==> config.mk <==
export PLATFORM = sky130hd
export DESIGN_NAME = pixel_colorizer_flat
export DESIGN_NICKNAME = d
export VERILOG_FILES = /design/src/lcd_pkg.sv /design/src/video_timing_if.sv /design/src/pixel_colorizer.sv /design/src/flat_wrapper.sv
export SDC_FILE = /design/constraint.sdc
export NUM_CORES = 1
export LEC_CHECK = 0
export BUFFER_PORTS_ARGS = -buffer_cell sky130_fd_sc_hd__buf_4
export CORE_MARGIN = 8
export CORE_UTILIZATION = 30
export CTS_CLUSTER_SIZE = 28
export DETAILED_ROUTE_END_ITERATION = 10
export GPL_TIMING_DRIVEN = 0
export PLACE_DENSITY = 0.79
export SKIP_CTS_REPAIR_TIMING = 1
export SYNTH_ARGS = -nofsm -noshare
export SYNTH_HDL_FRONTEND = slang
export SYNTH_SLANG_ARGS = --single-unit
==> constraint.sdc <==
create_clock -name clk -period 1.2 [get_ports clk]
set_input_delay 0.12 -clock clk [delete_from_list [all_inputs] [get_ports clk]]
set_output_delay 0.12 -clock clk [all_outputs]
set_load 0.05 [all_outputs]
==> src/lcd_pkg.sv <==
// lcd output stage shared definitions
// pixel and channel types, picture unit modes, default raster
package lcd_pkg;

	// ------------------------------------------------------------
	// data types
	// ------------------------------------------------------------
	// red in [4:0], green in [9:5], blue in [14:10]
	// mono mode keeps its shade in [1:0]
	typedef logic [14:0] pixel_t;

	// one display colour channel
	typedef logic [5:0] chan_t;

	// position within one half of the line store
	typedef logic [7:0] line_idx_t;

	// picture unit mode as seen on its status lines
	typedef enum logic [1:0] {
		mode_hblank = 2'b00,
		mode_vblank = 2'b01,
		mode_oam    = 2'b10,
		mode_vram   = 2'b11
	} mode_t;

	// ------------------------------------------------------------
	// default raster, 228 ticks by 616 lines
	// ------------------------------------------------------------
	localparam int def_h   = 160;
	localparam int def_hfp = 18;
	localparam int def_hs  = 20;
	localparam int def_hbp = 30;
	localparam int def_v   = 576;
	localparam int def_vfp = 2;
	localparam int def_vs  = 2;
	localparam int def_vbp = 36;

	// lines before vertical wrap after v-blank ends
	localparam int resync_lead = 4;

endpackage
==> src/video_timing_if.sv <==
// raster timing bundle
// pixel enable, visible level and syncs from the raster generator
`timescale 1ns/1ns

interface video_timing_if;

	// display pixel clock enable
	logic pix_tick;
	// both counts inside the visible area
	logic visible;
	// registered syncs, hs active low, vs active high
	logic hs;
	logic vs;

	modport source (output pix_tick, output visible, output hs, output vs);

	// line store only needs the read timing
	modport buffer (input pix_tick, input visible);

	modport colour (input pix_tick, input visible);

endinterface

==> src/pixel_colorizer.sv <==
// pixel colouriser
// blanking plus colour, yellow tint or grey mapping to 6-bit rgb
`timescale 1ns/1ns

module pixel_colorizer (
	input  logic            clk,
	input  logic            reset,
	input  lcd_pkg::pixel_t rd_pixel,
	input  logic            color_mode,
	input  logic            tint,
	input  logic            lcd_on,
	video_timing_if.colour  tim,
	output lcd_pkg::chan_t  r,
	output lcd_pkg::chan_t  g,
	output lcd_pkg::chan_t  b
);
	import lcd_pkg::*;

	logic       blank;
	logic [1:0] shade;
	chan_t      grey;
	chan_t      tint_r;
	chan_t      tint_g;
	chan_t      tint_b;

	// blank lines up with the pixel registered in the line store
	always_ff @(posedge clk) begin
		if (reset)
			blank <= 1'b1;
		else if (tim.pix_tick)
			blank <= !tim.visible;
	end

	// display off shows the lightest shade
	assign shade = lcd_on ? rd_pixel[1:0] : 2'd0;

	// ------------------------------------------------------------
	// mono palettes
	// ------------------------------------------------------------
	always_comb begin
		case (shade)
			2'd0: begin
				grey   = 6'd63;
				tint_r = 6'b100111;
				tint_g = 6'b101111;
				tint_b = 6'b000100;
			end
			2'd1: begin
				grey   = 6'd42;
				tint_r = 6'b100000;
				tint_g = 6'b101000;
				tint_b = 6'b000010;
			end
			2'd2: begin
				grey   = 6'd24;
				tint_r = 6'b001100;
				tint_g = 6'b011001;
				tint_b = 6'b001100;
			end
			default: begin
				grey   = 6'd0;
				tint_r = 6'b000111;
				tint_g = 6'b000100;
				tint_b = 6'b000100;
			end
		endcase
	end

	// output select, blank forces black
	always_comb begin
		if (blank) begin
			r = '0;
			g = '0;
			b = '0;
		end else if (color_mode) begin
			// 5-bit fields widened with a zero lsb
			r = {rd_pixel[4:0], 1'b0};
			g = {rd_pixel[9:5], 1'b0};
			b = {rd_pixel[14:10], 1'b0};
		end else if (tint) begin
			r = tint_r;
			g = tint_g;
			b = tint_b;
		end else begin
			r = grey;
			g = grey;
			b = grey;
		end
	end

endmodule

==> src/flat_wrapper.sv <==
// flat-port wrapper written by rule: the top's interface ports become plain ports
module pixel_colorizer_flat import lcd_pkg::*;
  (clk, reset, rd_pixel, color_mode, tint, lcd_on, r, g, b, tim_pix_tick, tim_visible);
  video_timing_if tim_i ();
  input  logic clk;
  input  logic reset;
  input  lcd_pkg::pixel_t rd_pixel;
  input  logic color_mode;
  input  logic tint;
  input  logic lcd_on;
  output lcd_pkg::chan_t r;
  output lcd_pkg::chan_t g;
  output lcd_pkg::chan_t b;
  input wire logic [$bits(tim_i.pix_tick)-1:0] tim_pix_tick;
  input wire logic [$bits(tim_i.visible)-1:0] tim_visible;
  assign tim_i.pix_tick = tim_pix_tick;
  assign tim_i.visible = tim_visible;
  pixel_colorizer u_core (.clk(clk), .reset(reset), .rd_pixel(rd_pixel), .color_mode(color_mode), .tint(tint), .lcd_on(lcd_on), .tim(tim_i), .r(r), .g(g), .b(b));
endmodule
==> results.txt <==
* Combined flip-flop and latch cell area: 21.27 µm²
* Per-instance average area after synthesis: approximately 6.2 µm²
- The count of nets left with antenna violations once routing finished came out at 0.
* Die boundary height: approximately 54 µm
- Outcome: finished with violations
- Hold timing on the final database bottoms out at a slack of 309.7 ps.
- Category of the most critical setup path: in2out
- The final max-slew violation count came to 0.
- Synthesis produced 70 cells.
- Horizontal extent of the die: 54.04 µm
- Fin area: between 1000 and 1500 µm²
- Number of filler instances in the final layout: 99
- Number of remaining DRC errors: 0
- Final routed wire length divided by cell count: around 15 µm
- Total power consumption of the routed design: 0.4345 mW
- Final global-route overflow total: 0
- Fraction of final layout cells with drive strength greater than 1: 0.6549
- The final hold violation count is 0.
* HPWL after detailed placement: 1.339 mm
- Largest registers: u_core.blank: 1 flops
- Most frequent cells in the layout: 34 x sky130_fd_sc_hd__buf_4, 12 x sky130_fd_sc_hd__buf_6, 11 x sky130_fd_sc_hd__nand2_1
- First-pass GRT wire length: between 2 and 3 mm
- Initial Utilization: 0.3255
* Relative area change from synthesis to final layout: 132.3%
* Number of vias after detailed routing: between 600 and 700
- In this run the worst hold path is classified as in2reg.
- Top Ports: 40
- Post-synthesis sequential element count: 1
- Timing analysis after detailed placement gives a worst setup slack of -412.8 ps.
* Post-Syn Nets: 96
* Clock latency at the later pin of the worst-skew pair: 0 ps
- Nets@finish: 141
* Worst endpoint data arrival time: 1200 ps
- In this run the cell area of the synthesized design comes to approximately 430 µm².
- Unique masters post-synth: 21
- For this run, the register share of the synthesized area comes to 0.04611.
- Min Tclk post-route: 1323 ps
- Total core area: 1334 µm²
- Clock-pin slew was measured on the worst setup and hold paths at 0 ps.
* Worst voltage drop across the vdd grid: 343.3 µV
* Setup violators final: 3
* Total Die Area: 2920 µm²
* Violated checks: negative setup slack
- The share of total power dissipated in sequential elements is 0.087.
- Number of flip-flops under the largest register name: 1
- Max-cap violations in this run came to 0.
- In this run the tightest slew margin relative to its limit is 0.7886.
* Post-route worst setup slack: -123.0 ps
- The share of total power dissipated in the clock network is 0.
- In the routed layout, each cell is associated on average with a via count of 5.086.
* Net switching fraction of the power: 0.5211
- FMAX: 0.7559 GHz
* Last weighted congestion value of the routability-driven placer: around 0.75
- Standard cell area after detailed placement: 822.0 µm²
- For this run, the share of the core covered by cells in the final layout is 0.7561.
- Number of standard-cell rows in the floorplan: 13
* Post-Route Setup TNS: -196.0 ps
- In this run the static leakage power is 0.4544 nW.
- Pin count of the biggest net entering global routing: 11
- The via count of the first global-routing pass was around 640.
- The share of total power dissipated in combinational logic is 0.913.
- After detailed placement, the design holds a cell count of 123.
- Number of antenna repair diodes: 0
- Worst endpoint required time: 1080 ps
* Count of synthesis-stage warnings from yosys: 0
- Setup repair after global routing could not meet its margin everywhere.
- The final layout contains routed wiring with a total length of 1.921 mm.
- Number of non-filler instances in the completed layout: 128
* Worst-path fanout max: 6
- For the pin with the worst max-slew slack, the measured transition is 316.5 ps.
- On the final layout, the worst clock skew is 0 ps.
- Switching Power: 0.2264 mW
- Area taken by multi-input logic gates: 528.0 µm²
* Number of antenna violations at the first check in global routing: 0
- Global router's overall resource usage: 0.1087
- More flip-flops sit in one register than any other, and that register is u_core.blank.
- In this run the power density over the cells is 430.8 nW/µm².
- The worst setup path is captured at a primary output.
- Startpoint type of the worst setup path: primary input
- Number of detailed-routing iterations run before antenna repair: 4
- During placement, the flow inserted port buffers numbering 38.
* Internal cell power: 0.2081 mW
- The library cell used most frequently in the layout, excluding fill and tap cells, is sky130_fd_sc_hd__buf_4.
- Part of the cycle the worst path needs: 1.102
* DRC marker count from the first detailed-route iteration: 12
==> path summary, 6_finish.rpt <==
check | slack (ps) | cells after the start | startpoint | end
worst max-delay path | -120 | 8 | lcd_on | g[2]
worst min register to register | 510 | 2 | u_core.blank | u_core.blank
worst max register to register | 540 | 2 | u_core.blank | u_core.blank
worst min-delay path | 310 | 2 | reset | u_core.blank
==> Yosys cell counts <==
master	number	area [µm²]
sky130_fd_sc_hd__nand2b_1	4	25.02
sky130_fd_sc_hd__ha_1	4	50.05
sky130_fd_sc_hd__o21bai_1	1	7.510
sky130_fd_sc_hd__dfxtp_1	1	20.02
sky130_fd_sc_hd__nand2_1	13	48.80
sky130_fd_sc_hd__mux2i_1	4	40.04
sky130_fd_sc_hd__buf_6	2	22.52
sky130_fd_sc_hd__buf_2	2	10.01
sky130_fd_sc_hd__nor3b_2	1	12.51
sky130_fd_sc_hd__inv_1	4	15.01
sky130_fd_sc_hd__nor3_1	2	10.01
sky130_fd_sc_hd__a211oi_2	1	12.51
sky130_fd_sc_hd__o21ai_1	1	5.000
sky130_fd_sc_hd__or2_1	1	6.260
sky130_fd_sc_hd__o21ai_0	5	25.02
sky130_fd_sc_hd__mux2_2	1	11.26
sky130_fd_sc_hd__clkbuf_1	1	3.750
sky130_fd_sc_hd__a22oi_1	1	7.510
sky130_fd_sc_hd__nor2b_1	4	25.02
sky130_fd_sc_hd__nor2_1	7	26.28
sky130_fd_sc_hd__a21oi_1	10	50.05
==> kinds of logic after synthesis <==
family / count (synthesis) / share of synthesized area
AOI/OAI and AO/OA: 19 / 0.2478
adders and majority gates: 4 / 0.1153
buffers and inverters: 9 / 0.1181
DFF: 1 / 0.04611
muxes: 5 / 0.1182
and+or+nand+nor: 32 / 0.3545
==> metal layers <==
metal | GRT usage | wire, µm
met2 | 0.1969 | 996
met3 | 0.02479 | 130
met5 | 0 | 0
met4 | 0 | 27
met1 | 0.1352 | 767
==> worst max-delay path: stages <==
cell and delay (ps):
sky130_fd_sc_hd__buf_12 120, sky130_fd_sc_hd__nand2_8 90, sky130_fd_sc_hd__inv_6 40, sky130_fd_sc_hd__ha_4 150, sky130_fd_sc_hd__mux2_4 300, sky130_fd_sc_hd__mux2i_1 170
sky130_fd_sc_hd__nor2_2 50, sky130_fd_sc_hd__buf_6 150
==> power groups by stage <==
stage          registers, mW  clock network (mW)  logic, mW
5_1_grt               0.0381                   0      0.420
4_1_cts               0.0374                   0      0.324
6_report              0.0379                   0      0.397
2_1_floorplan         0.0369                   0      0.212
3_5_place_dp          0.0374                   0      0.323
3_3_place_gp          0.0374                   0      0.318
==> cell type report <==
class | instances | share of cell area
sequential | 1 | 0.02109
tap | 15 | 0.01861
timing repair buffer | 43 | 0.3697
inverter | 4 | 0.02481
multi-input combinational | 60 | 0.5236
buffer | 5 | 0.04218
No activity file was read; power rests on OpenSTA's default activity.
