**src/lcd_pkg.sv**
```systemverilog
// lcd output stage shared definitions
// pixel and channel types, picture unit modes, default raster
package lcd_pkg;

	// ------------------------------------------------------------
	// data types
	// ------------------------------------------------------------
	// red in [4:0], green in [9:5], blue in [14:10]
	// mono mode keeps its shade in [1:0]
	typedef logic [14:0] pixel_t;

	// one display colour channel
	typedef logic [5:0] chan_t;

	// position within one half of the line store
	typedef logic [7:0] line_idx_t;

	// picture unit mode as seen on its status lines
	typedef enum logic [1:0] {
		mode_hblank = 2'b00,
		mode_vblank = 2'b01,
		mode_oam    = 2'b10,
		mode_vram   = 2'b11
	} mode_t;

	// ------------------------------------------------------------
	// default raster, 228 ticks by 616 lines
	// ------------------------------------------------------------
	localparam int def_h   = 160;
	localparam int def_hfp = 18;
	localparam int def_hs  = 20;
	localparam int def_hbp = 30;
	localparam int def_v   = 576;
	localparam int def_vfp = 2;
	localparam int def_vs  = 2;
	localparam int def_vbp = 36;

	// lines before vertical wrap after v-blank ends
	localparam int resync_lead = 4;

endpackage
```
**src/video_timing_if.sv**
```systemverilog
// raster timing bundle
// pixel enable, visible level and syncs from the raster generator
`timescale 1ns/1ns

interface video_timing_if;

	// display pixel clock enable
	logic pix_tick;
	// both counts inside the visible area
	logic visible;
	// registered syncs, hs active low, vs active high
	logic hs;
	logic vs;

	modport source (output pix_tick, output visible, output hs, output vs);

	// line store only needs the read timing
	modport buffer (input pix_tick, input visible);

	modport colour (input pix_tick, input visible);

endinterface

```
**src/video_timing.sv**
```systemverilog
// raster generator
// h and v counters, syncs, and resync to the picture unit mode
`timescale 1ns/1ns

module video_timing #(
	parameter int h    = lcd_pkg::def_h,
	parameter int hfp  = lcd_pkg::def_hfp,
	parameter int hs_w = lcd_pkg::def_hs,
	parameter int hbp  = lcd_pkg::def_hbp,
	parameter int v    = lcd_pkg::def_v,
	parameter int vfp  = lcd_pkg::def_vfp,
	parameter int vs_w = lcd_pkg::def_vs,
	parameter int vbp  = lcd_pkg::def_vbp
) (
	input  logic           clk,
	input  logic           reset,
	input  logic           pix_tick,
	input  lcd_pkg::mode_t mode,
	video_timing_if.source tim
);
	import lcd_pkg::*;

	localparam int h_total = h + hfp + hs_w + hbp;
	localparam int v_total = v + vfp + vs_w + vbp;
	localparam int h_bits  = $clog2(h_total);
	localparam int v_bits  = $clog2(v_total);

	// compare points sized to the counters
	localparam logic [h_bits-1:0] h_last     = h_bits'(h_total - 1);
	localparam logic [h_bits-1:0] h_sync_on  = h_bits'(h + hfp);
	localparam logic [h_bits-1:0] h_sync_off = h_bits'(h + hfp + hs_w);
	localparam logic [v_bits-1:0] v_last     = v_bits'(v_total - 1);
	localparam logic [v_bits-1:0] v_sync_on  = v_bits'(v + vfp);
	localparam logic [v_bits-1:0] v_sync_off = v_bits'(v + vfp + vs_w);
	localparam logic [v_bits-1:0] v_resync   = v_bits'(v_total - resync_lead);

	logic [h_bits-1:0] h_cnt;
	logic [v_bits-1:0] v_cnt;
	mode_t             last_mode_h;
	mode_t             last_mode_v;
	logic              h_wrap;

	assign h_wrap       = (h_cnt == h_last);
	assign tim.pix_tick = pix_tick;
	assign tim.visible  = (h_cnt < h_bits'(h)) && (v_cnt < v_bits'(v));

	// ------------------------------------------------------------
	// horizontal
	// ------------------------------------------------------------
	always_ff @(posedge clk) begin
		if (reset) begin
			h_cnt       <= '0;
			tim.hs      <= 1'b1;
			last_mode_h <= mode_hblank;
		end else if (pix_tick) begin
			last_mode_h <= mode;
			if (h_wrap)
				h_cnt <= '0;
			else
				h_cnt <= h_cnt + 1'b1;
			// negative hsync
			if (h_cnt == h_sync_on)
				tim.hs <= 1'b0;
			if (h_cnt == h_sync_off)
				tim.hs <= 1'b1;
			// h-blank into oam restarts the line
			if ((mode == mode_oam) && (last_mode_h == mode_hblank))
				h_cnt <= '0;
		end
	end

	// ------------------------------------------------------------
	// vertical, stepped once per line at h wrap
	// ------------------------------------------------------------
	always_ff @(posedge clk) begin
		if (reset) begin
			v_cnt       <= '0;
			tim.vs      <= 1'b0;
			last_mode_v <= mode_hblank;
		end else if (pix_tick && h_wrap) begin
			last_mode_v <= mode;
			if (v_cnt == v_last)
				v_cnt <= '0;
			else
				v_cnt <= v_cnt + 1'b1;
			// positive vsync
			if (v_cnt == v_sync_on)
				tim.vs <= 1'b1;
			if (v_cnt == v_sync_off)
				tim.vs <= 1'b0;
			// end of v-blank, park a few lines before wrap
			if ((mode != mode_vblank) && (last_mode_v == mode_vblank))
				v_cnt <= v_resync;
		end
	end

endmodule

```
**src/flat_wrapper.sv**
```systemverilog
// flat-port wrapper written by rule: the top's interface ports become plain ports
module video_timing_flat import lcd_pkg::*;
#(
	parameter int h    = lcd_pkg::def_h,
	parameter int hfp  = lcd_pkg::def_hfp,
	parameter int hs_w = lcd_pkg::def_hs,
	parameter int hbp  = lcd_pkg::def_hbp,
	parameter int v    = lcd_pkg::def_v,
	parameter int vfp  = lcd_pkg::def_vfp,
	parameter int vs_w = lcd_pkg::def_vs,
	parameter int vbp  = lcd_pkg::def_vbp
)
  (clk, reset, pix_tick, mode, tim_pix_tick, tim_visible, tim_hs, tim_vs);
  video_timing_if tim_i ();
  input  logic clk;
  input  logic reset;
  input  logic pix_tick;
  input  lcd_pkg::mode_t mode;
  output wire logic [$bits(tim_i.pix_tick)-1:0] tim_pix_tick;
  output wire logic [$bits(tim_i.visible)-1:0] tim_visible;
  output wire logic [$bits(tim_i.hs)-1:0] tim_hs;
  output wire logic [$bits(tim_i.vs)-1:0] tim_vs;
  assign tim_pix_tick = tim_i.pix_tick;
  assign tim_visible = tim_i.visible;
  assign tim_hs = tim_i.hs;
  assign tim_vs = tim_i.vs;
  video_timing #(.h(h), .hfp(hfp), .hs_w(hs_w), .hbp(hbp), .v(v), .vfp(vfp), .vs_w(vs_w), .vbp(vbp)) u_core (.clk(clk), .reset(reset), .pix_tick(pix_tick), .mode(mode), .tim(tim_i));
endmodule
```
**config.mk**
```make
export PLATFORM = sky130hd
export DESIGN_NAME = video_timing_flat
export DESIGN_NICKNAME = d
export VERILOG_FILES = /design/src/lcd_pkg.sv /design/src/video_timing_if.sv /design/src/video_timing.sv /design/src/flat_wrapper.sv
export SDC_FILE = /design/constraint.sdc
export NUM_CORES = 1
export LEC_CHECK = 0
export BUFFER_PORTS_ARGS = -buffer_cell sky130_fd_sc_hd__buf_4
export CAP_MARGIN = 10
export CELL_PAD_IN_SITES_DETAIL_PLACEMENT = 0
export CELL_PAD_IN_SITES_GLOBAL_PLACEMENT = 2
export CORE_MARGIN = 10
export CORE_UTILIZATION = 38
export CTS_CLUSTER_DIAMETER = 60
export DETAILED_ROUTE_END_ITERATION = 10
export PLACE_DENSITY = 0.9
export SETUP_SLACK_MARGIN = 0.5
export SLEW_MARGIN = 30
export SYNTH_ARGS = -nofsm -noshare
export SYNTH_HDL_FRONTEND = slang
export SYNTH_SLANG_ARGS = --single-unit
```
**constraint.sdc**
```tcl
create_clock -name clk -period 4.75 [get_ports clk]
set_clock_uncertainty 0.2 [all_clocks]
set_input_delay 0.475 -clock clk [delete_from_list [all_inputs] [get_ports clk]]
set_output_delay 0.475 -clock clk [all_outputs]
set_load 0.05 [all_outputs]
```
==> parameters.txt <==
Parameter                              Value

Run status
  Run status    completed

Floorplanning
  Core area    3100 um^2
  Initial cell density of the core    0.406
  Die span in y    77.6 um
  Number of primary I/O pins    9
  Die width    77.6 um
  Area enclosed by the die boundary    6020 um^2
  Row Count    20

Worst setup path
  R2R setup slack    2.53 ns
  WP data arrival    around 2.2 ns
  Worst path cell trace    ha_1 -> nand4b_2 -> or2_1 -> a22oi_1 -> nor2_1
  CP max stage delay    ~0.53 ns
  Setup crit end kind    register
  R2r endpoint    u_core.v_cnt[3]
  Cell at the slowest stage of the critical path    sky130_fd_sc_hd__a22oi_1
  Critical-path maximum fanout    13
  Worst Setup Path Type    reg -> reg
  FF-to-FF Start    u_core.h_cnt[0]
  Top delay family on crit path    simple AND/OR/NAND/NOR gates
  Required time at the endpoint of the critical path    4.74 ns
  WP buf/inv    0
  Category of the worst setup path launch point    register
  Path depth of the worst reg2reg path    5

Clock tree
  Latest clock arrival within the worst-skew pair    0.32 ns
  Hold bufs inserted after CTS    0
  Root buf cell    sky130_fd_sc_hd__clkbuf_4
  Setup repair bufs after CTS    0
  Clock buffer count from CTS    3
  CTS tree    yes
  Number of H-tree branching levels    1
  Post-CTS clock slew at the launch and capture registers of the worst setup and hold paths    0.14 ns
  Clock sinks    24
  Maximum buffer depth of the clock tree    2
  Number of gates given a new drive strength after cts    0

Hold path
  Hold path cells    3
  Worst hold path endpoint    u_core.last_mode_v[1]
  Path type of the worst min-delay path    in -> reg
  Start point of the worst hold path    mode[1]

Detailed routing
  Initial DRC count    64
  Number of design rule violations left after detail routing    0
  Total wirelength of the detailed-routed design    about 2600 um
  Number of routed nets with antenna violations    0
  Via count normalized by instance count    5.35
  Number of vias after detailed routing    1054
  Wirelength per Cell    roughly 13 um
  Number of detailed-routing iterations run before antenna repair    4

Synth
  Number of synthesized register bits    24
  Share of async-settable or async-resettable flops after synthesis    0
  Post-synthesis sequential area ratio    0.381
  Average size of a mapped cell    8.58 um^2
  Number of enable-type register cells in the synthesized netlist    0
  Distinct cell type count after synthesis    43
  Commonest register cell after synthesis    sky130_fd_sc_hd__dfxtp_1
  Count of yosys warnings during synthesis    0
  Number of standard cells after synthesis    147
  Number of nets in the synthesized netlist    157
  Mapped Area    around 1300 um^2

Power and ir drop
  VDD IR max    0.000119 V
  Static Leak    roughly 0.46 nW
  Pwr Density    243 nW/um^2
  Pwr Total    around 0.34 mW

Global route
  Pin count of the biggest net entering global routing    14
  Combined global-route utilization of all metal layers    0.0909
  Via count of the first global-routing pass    between 900 and 1000
  First-pass GRT wire length    between 4000 and 5000 um
  Global route overflow    0
  Antenna violations before repair    0

Timing
  Setup TNS    0 ns
  Final number of hold-violating endpoints    0
  F_max    roughly 450 MHz
  Unrepaired setup endpoints after global routing    no
  Least-Margin Pin Slew    0.671 ns
  Worst relative slew slack    0.551
  Final period util    0.467
  Final-report max-slew violation count    0
  Setup Viol. Count Final    0
  Shortest clock period the worst path allows after layout    roughly 2.2 ns

Placement
  Placed wire-length estimate    1950 um
  Number of placed instances with taps included    193
  Count of buffers from port buffering    8
  Weighted congestion reported at the end of routability-driven placement    0.814

Job
  Max-cap violation count    0

Layout
  Number of antenna repair diodes    0
  Final instance count without filler cells    197
  Final layout net count    164
  Fillcell total    348
  Layout overhead on the synthesized area    9.82%
  Fraction of layout instances using a drive strength above 1    0.0980
## cells in the mapped netlist (all sizes together), types with 2 or more instances
master | count | area share
inv | 7 | 0.021
dfxtp | 24 | 0.38
nor3 | 3 | 0.012
nand3 | 10 | 0.040
and4 | 2 | 0.014
o31ai | 2 | 0.012
nand2 | 12 | 0.036
xor2 | 3 | 0.021
a41oi | 2 | 0.014
o21ai | 4 | 0.016
clkbuf | 3 | 0.0089
nand4 | 4 | 0.020
buf | 3 | 0.013
nor2 | 18 | 0.054
xnor2 | 8 | 0.056
nor4 | 3 | 0.015
nand4b | 3 | 0.026
a21oi | 8 | 0.032
ha | 5 | 0.050
a211o | 2 | 0.014
nand2b | 2 | 0.0099
## per-stage QoR
step | cell area (um^2) | setup slack, ns | hold slack (ns) | utilization
2_1_floorplan | 1260 | 2.84 | 0.236 | -
3_3_place_gp | 1350 | 2.56 | 0.256 | 0.435
3_5_place_dp | 1350 | 2.52 | 0.249 | 0.435
4_1_cts | 1390 | 2.51 | 0.202 | 0.446
5_1_grt | 1390 | 2.32 | 0.194 | 0.446
6_report | 1390 | 2.53 | 0.200 | 0.446
## report_power, final
group | switching [mW] | total, mW | leakage (nW) | internal [mW]
clock | 0.0618 | 0.109 | 0.0210 | 0.0468
sequential | 0.00352 | 0.208 | 0.194 | 0.204
combinational | 0.0120 | 0.0200 | 0.244 | 0.00798
## cells in the final DEF (no fill, tap or decap), drive strengths merged, types with 4 or more instances in the layout
cell type / synthesis / final
a21oi: 8 / 8
buf: 3 / 8
clkbuf: 3 / 4
dfxtp: 24 / 24
ha: 5 / 5
inv: 7 / 7
nand2: 12 / 12
nand3: 10 / 10
nand4: 4 / 4
nor2: 18 / 18
o21ai: 4 / 4
xnor2: 8 / 8
## sequential cells by signal, summed over array words and instances (netlist names)
name / flops
u_core.v_cnt: 10
u_core.tim.hs: 1
u_core.tim.vs: 1
u_core.last_mode_v: 2
u_core.last_mode_h: 2
u_core.h_cnt: 8
## routing by layer
layer | up-vias | GRT usage | part of all wire
li1 | 546 | - | -
met1 | 488 | 0.133 | 0.55
met2 | 16 | 0.124 | 0.41
met3 | 4 | 0.0230 | 0.036
met4 | 0 | 0.0274 | 0.011
met5 | - | 0 | 0
## worst register-to-register path, delay by kind of cell, from the launching register on
kind | cells | cell delay, ns
compound gates | 1 | 0.53
fa+ha+maj | 1 | 0.24
flops | 1 | 0.46
simple gates | 3 | 0.67
## how the worst max path moves through the flow
stage                          from              end  slack, ns  depth (start not counted)
floorplan           u_core.h_cnt[0]  u_core.v_cnt[7]       2.84                          5
global placement           pix_tick  u_core.v_cnt[3]       2.56                          5
detailed placement  u_core.h_cnt[0]  u_core.v_cnt[8]       2.52                          5
CTS                 u_core.h_cnt[0]  u_core.v_cnt[3]       2.51                          5
global route        u_core.h_cnt[0]  u_core.v_cnt[3]       2.32                          5
finish              u_core.h_cnt[0]  u_core.v_cnt[3]       2.53                          5
## cells by family (layout without fill, tap and decap cells)
kind of cell             after synthesis  count (layout)  share of synthesized area
AO/OA/AOI/OAI                         27              27                      0.146
XOR/XNOR                              11              11                     0.0764
adder cells (fa/ha/maj)                5               5                     0.0496
buffers and inverters                 13              19                     0.0427
flip-flops                            24              24                      0.381
multiplexers                           1               1                    0.00794
AND/OR/NAND/NOR                       66              66                      0.297
## area by class of cell
class / count / area, um^2 / area share
clock buffers: 4 / 36.3 / 0.0262
inverters: 7 / 26.3 / 0.0190
repair buffers: 8 / 60.1 / 0.0434
multi-input cells: 110 / 727 / 0.525
well taps: 44 / 55.1 / 0.0397
flip-flops and latches: 24 / 480 / 0.347
Note: power is estimated with default switching activity, not from simulation.
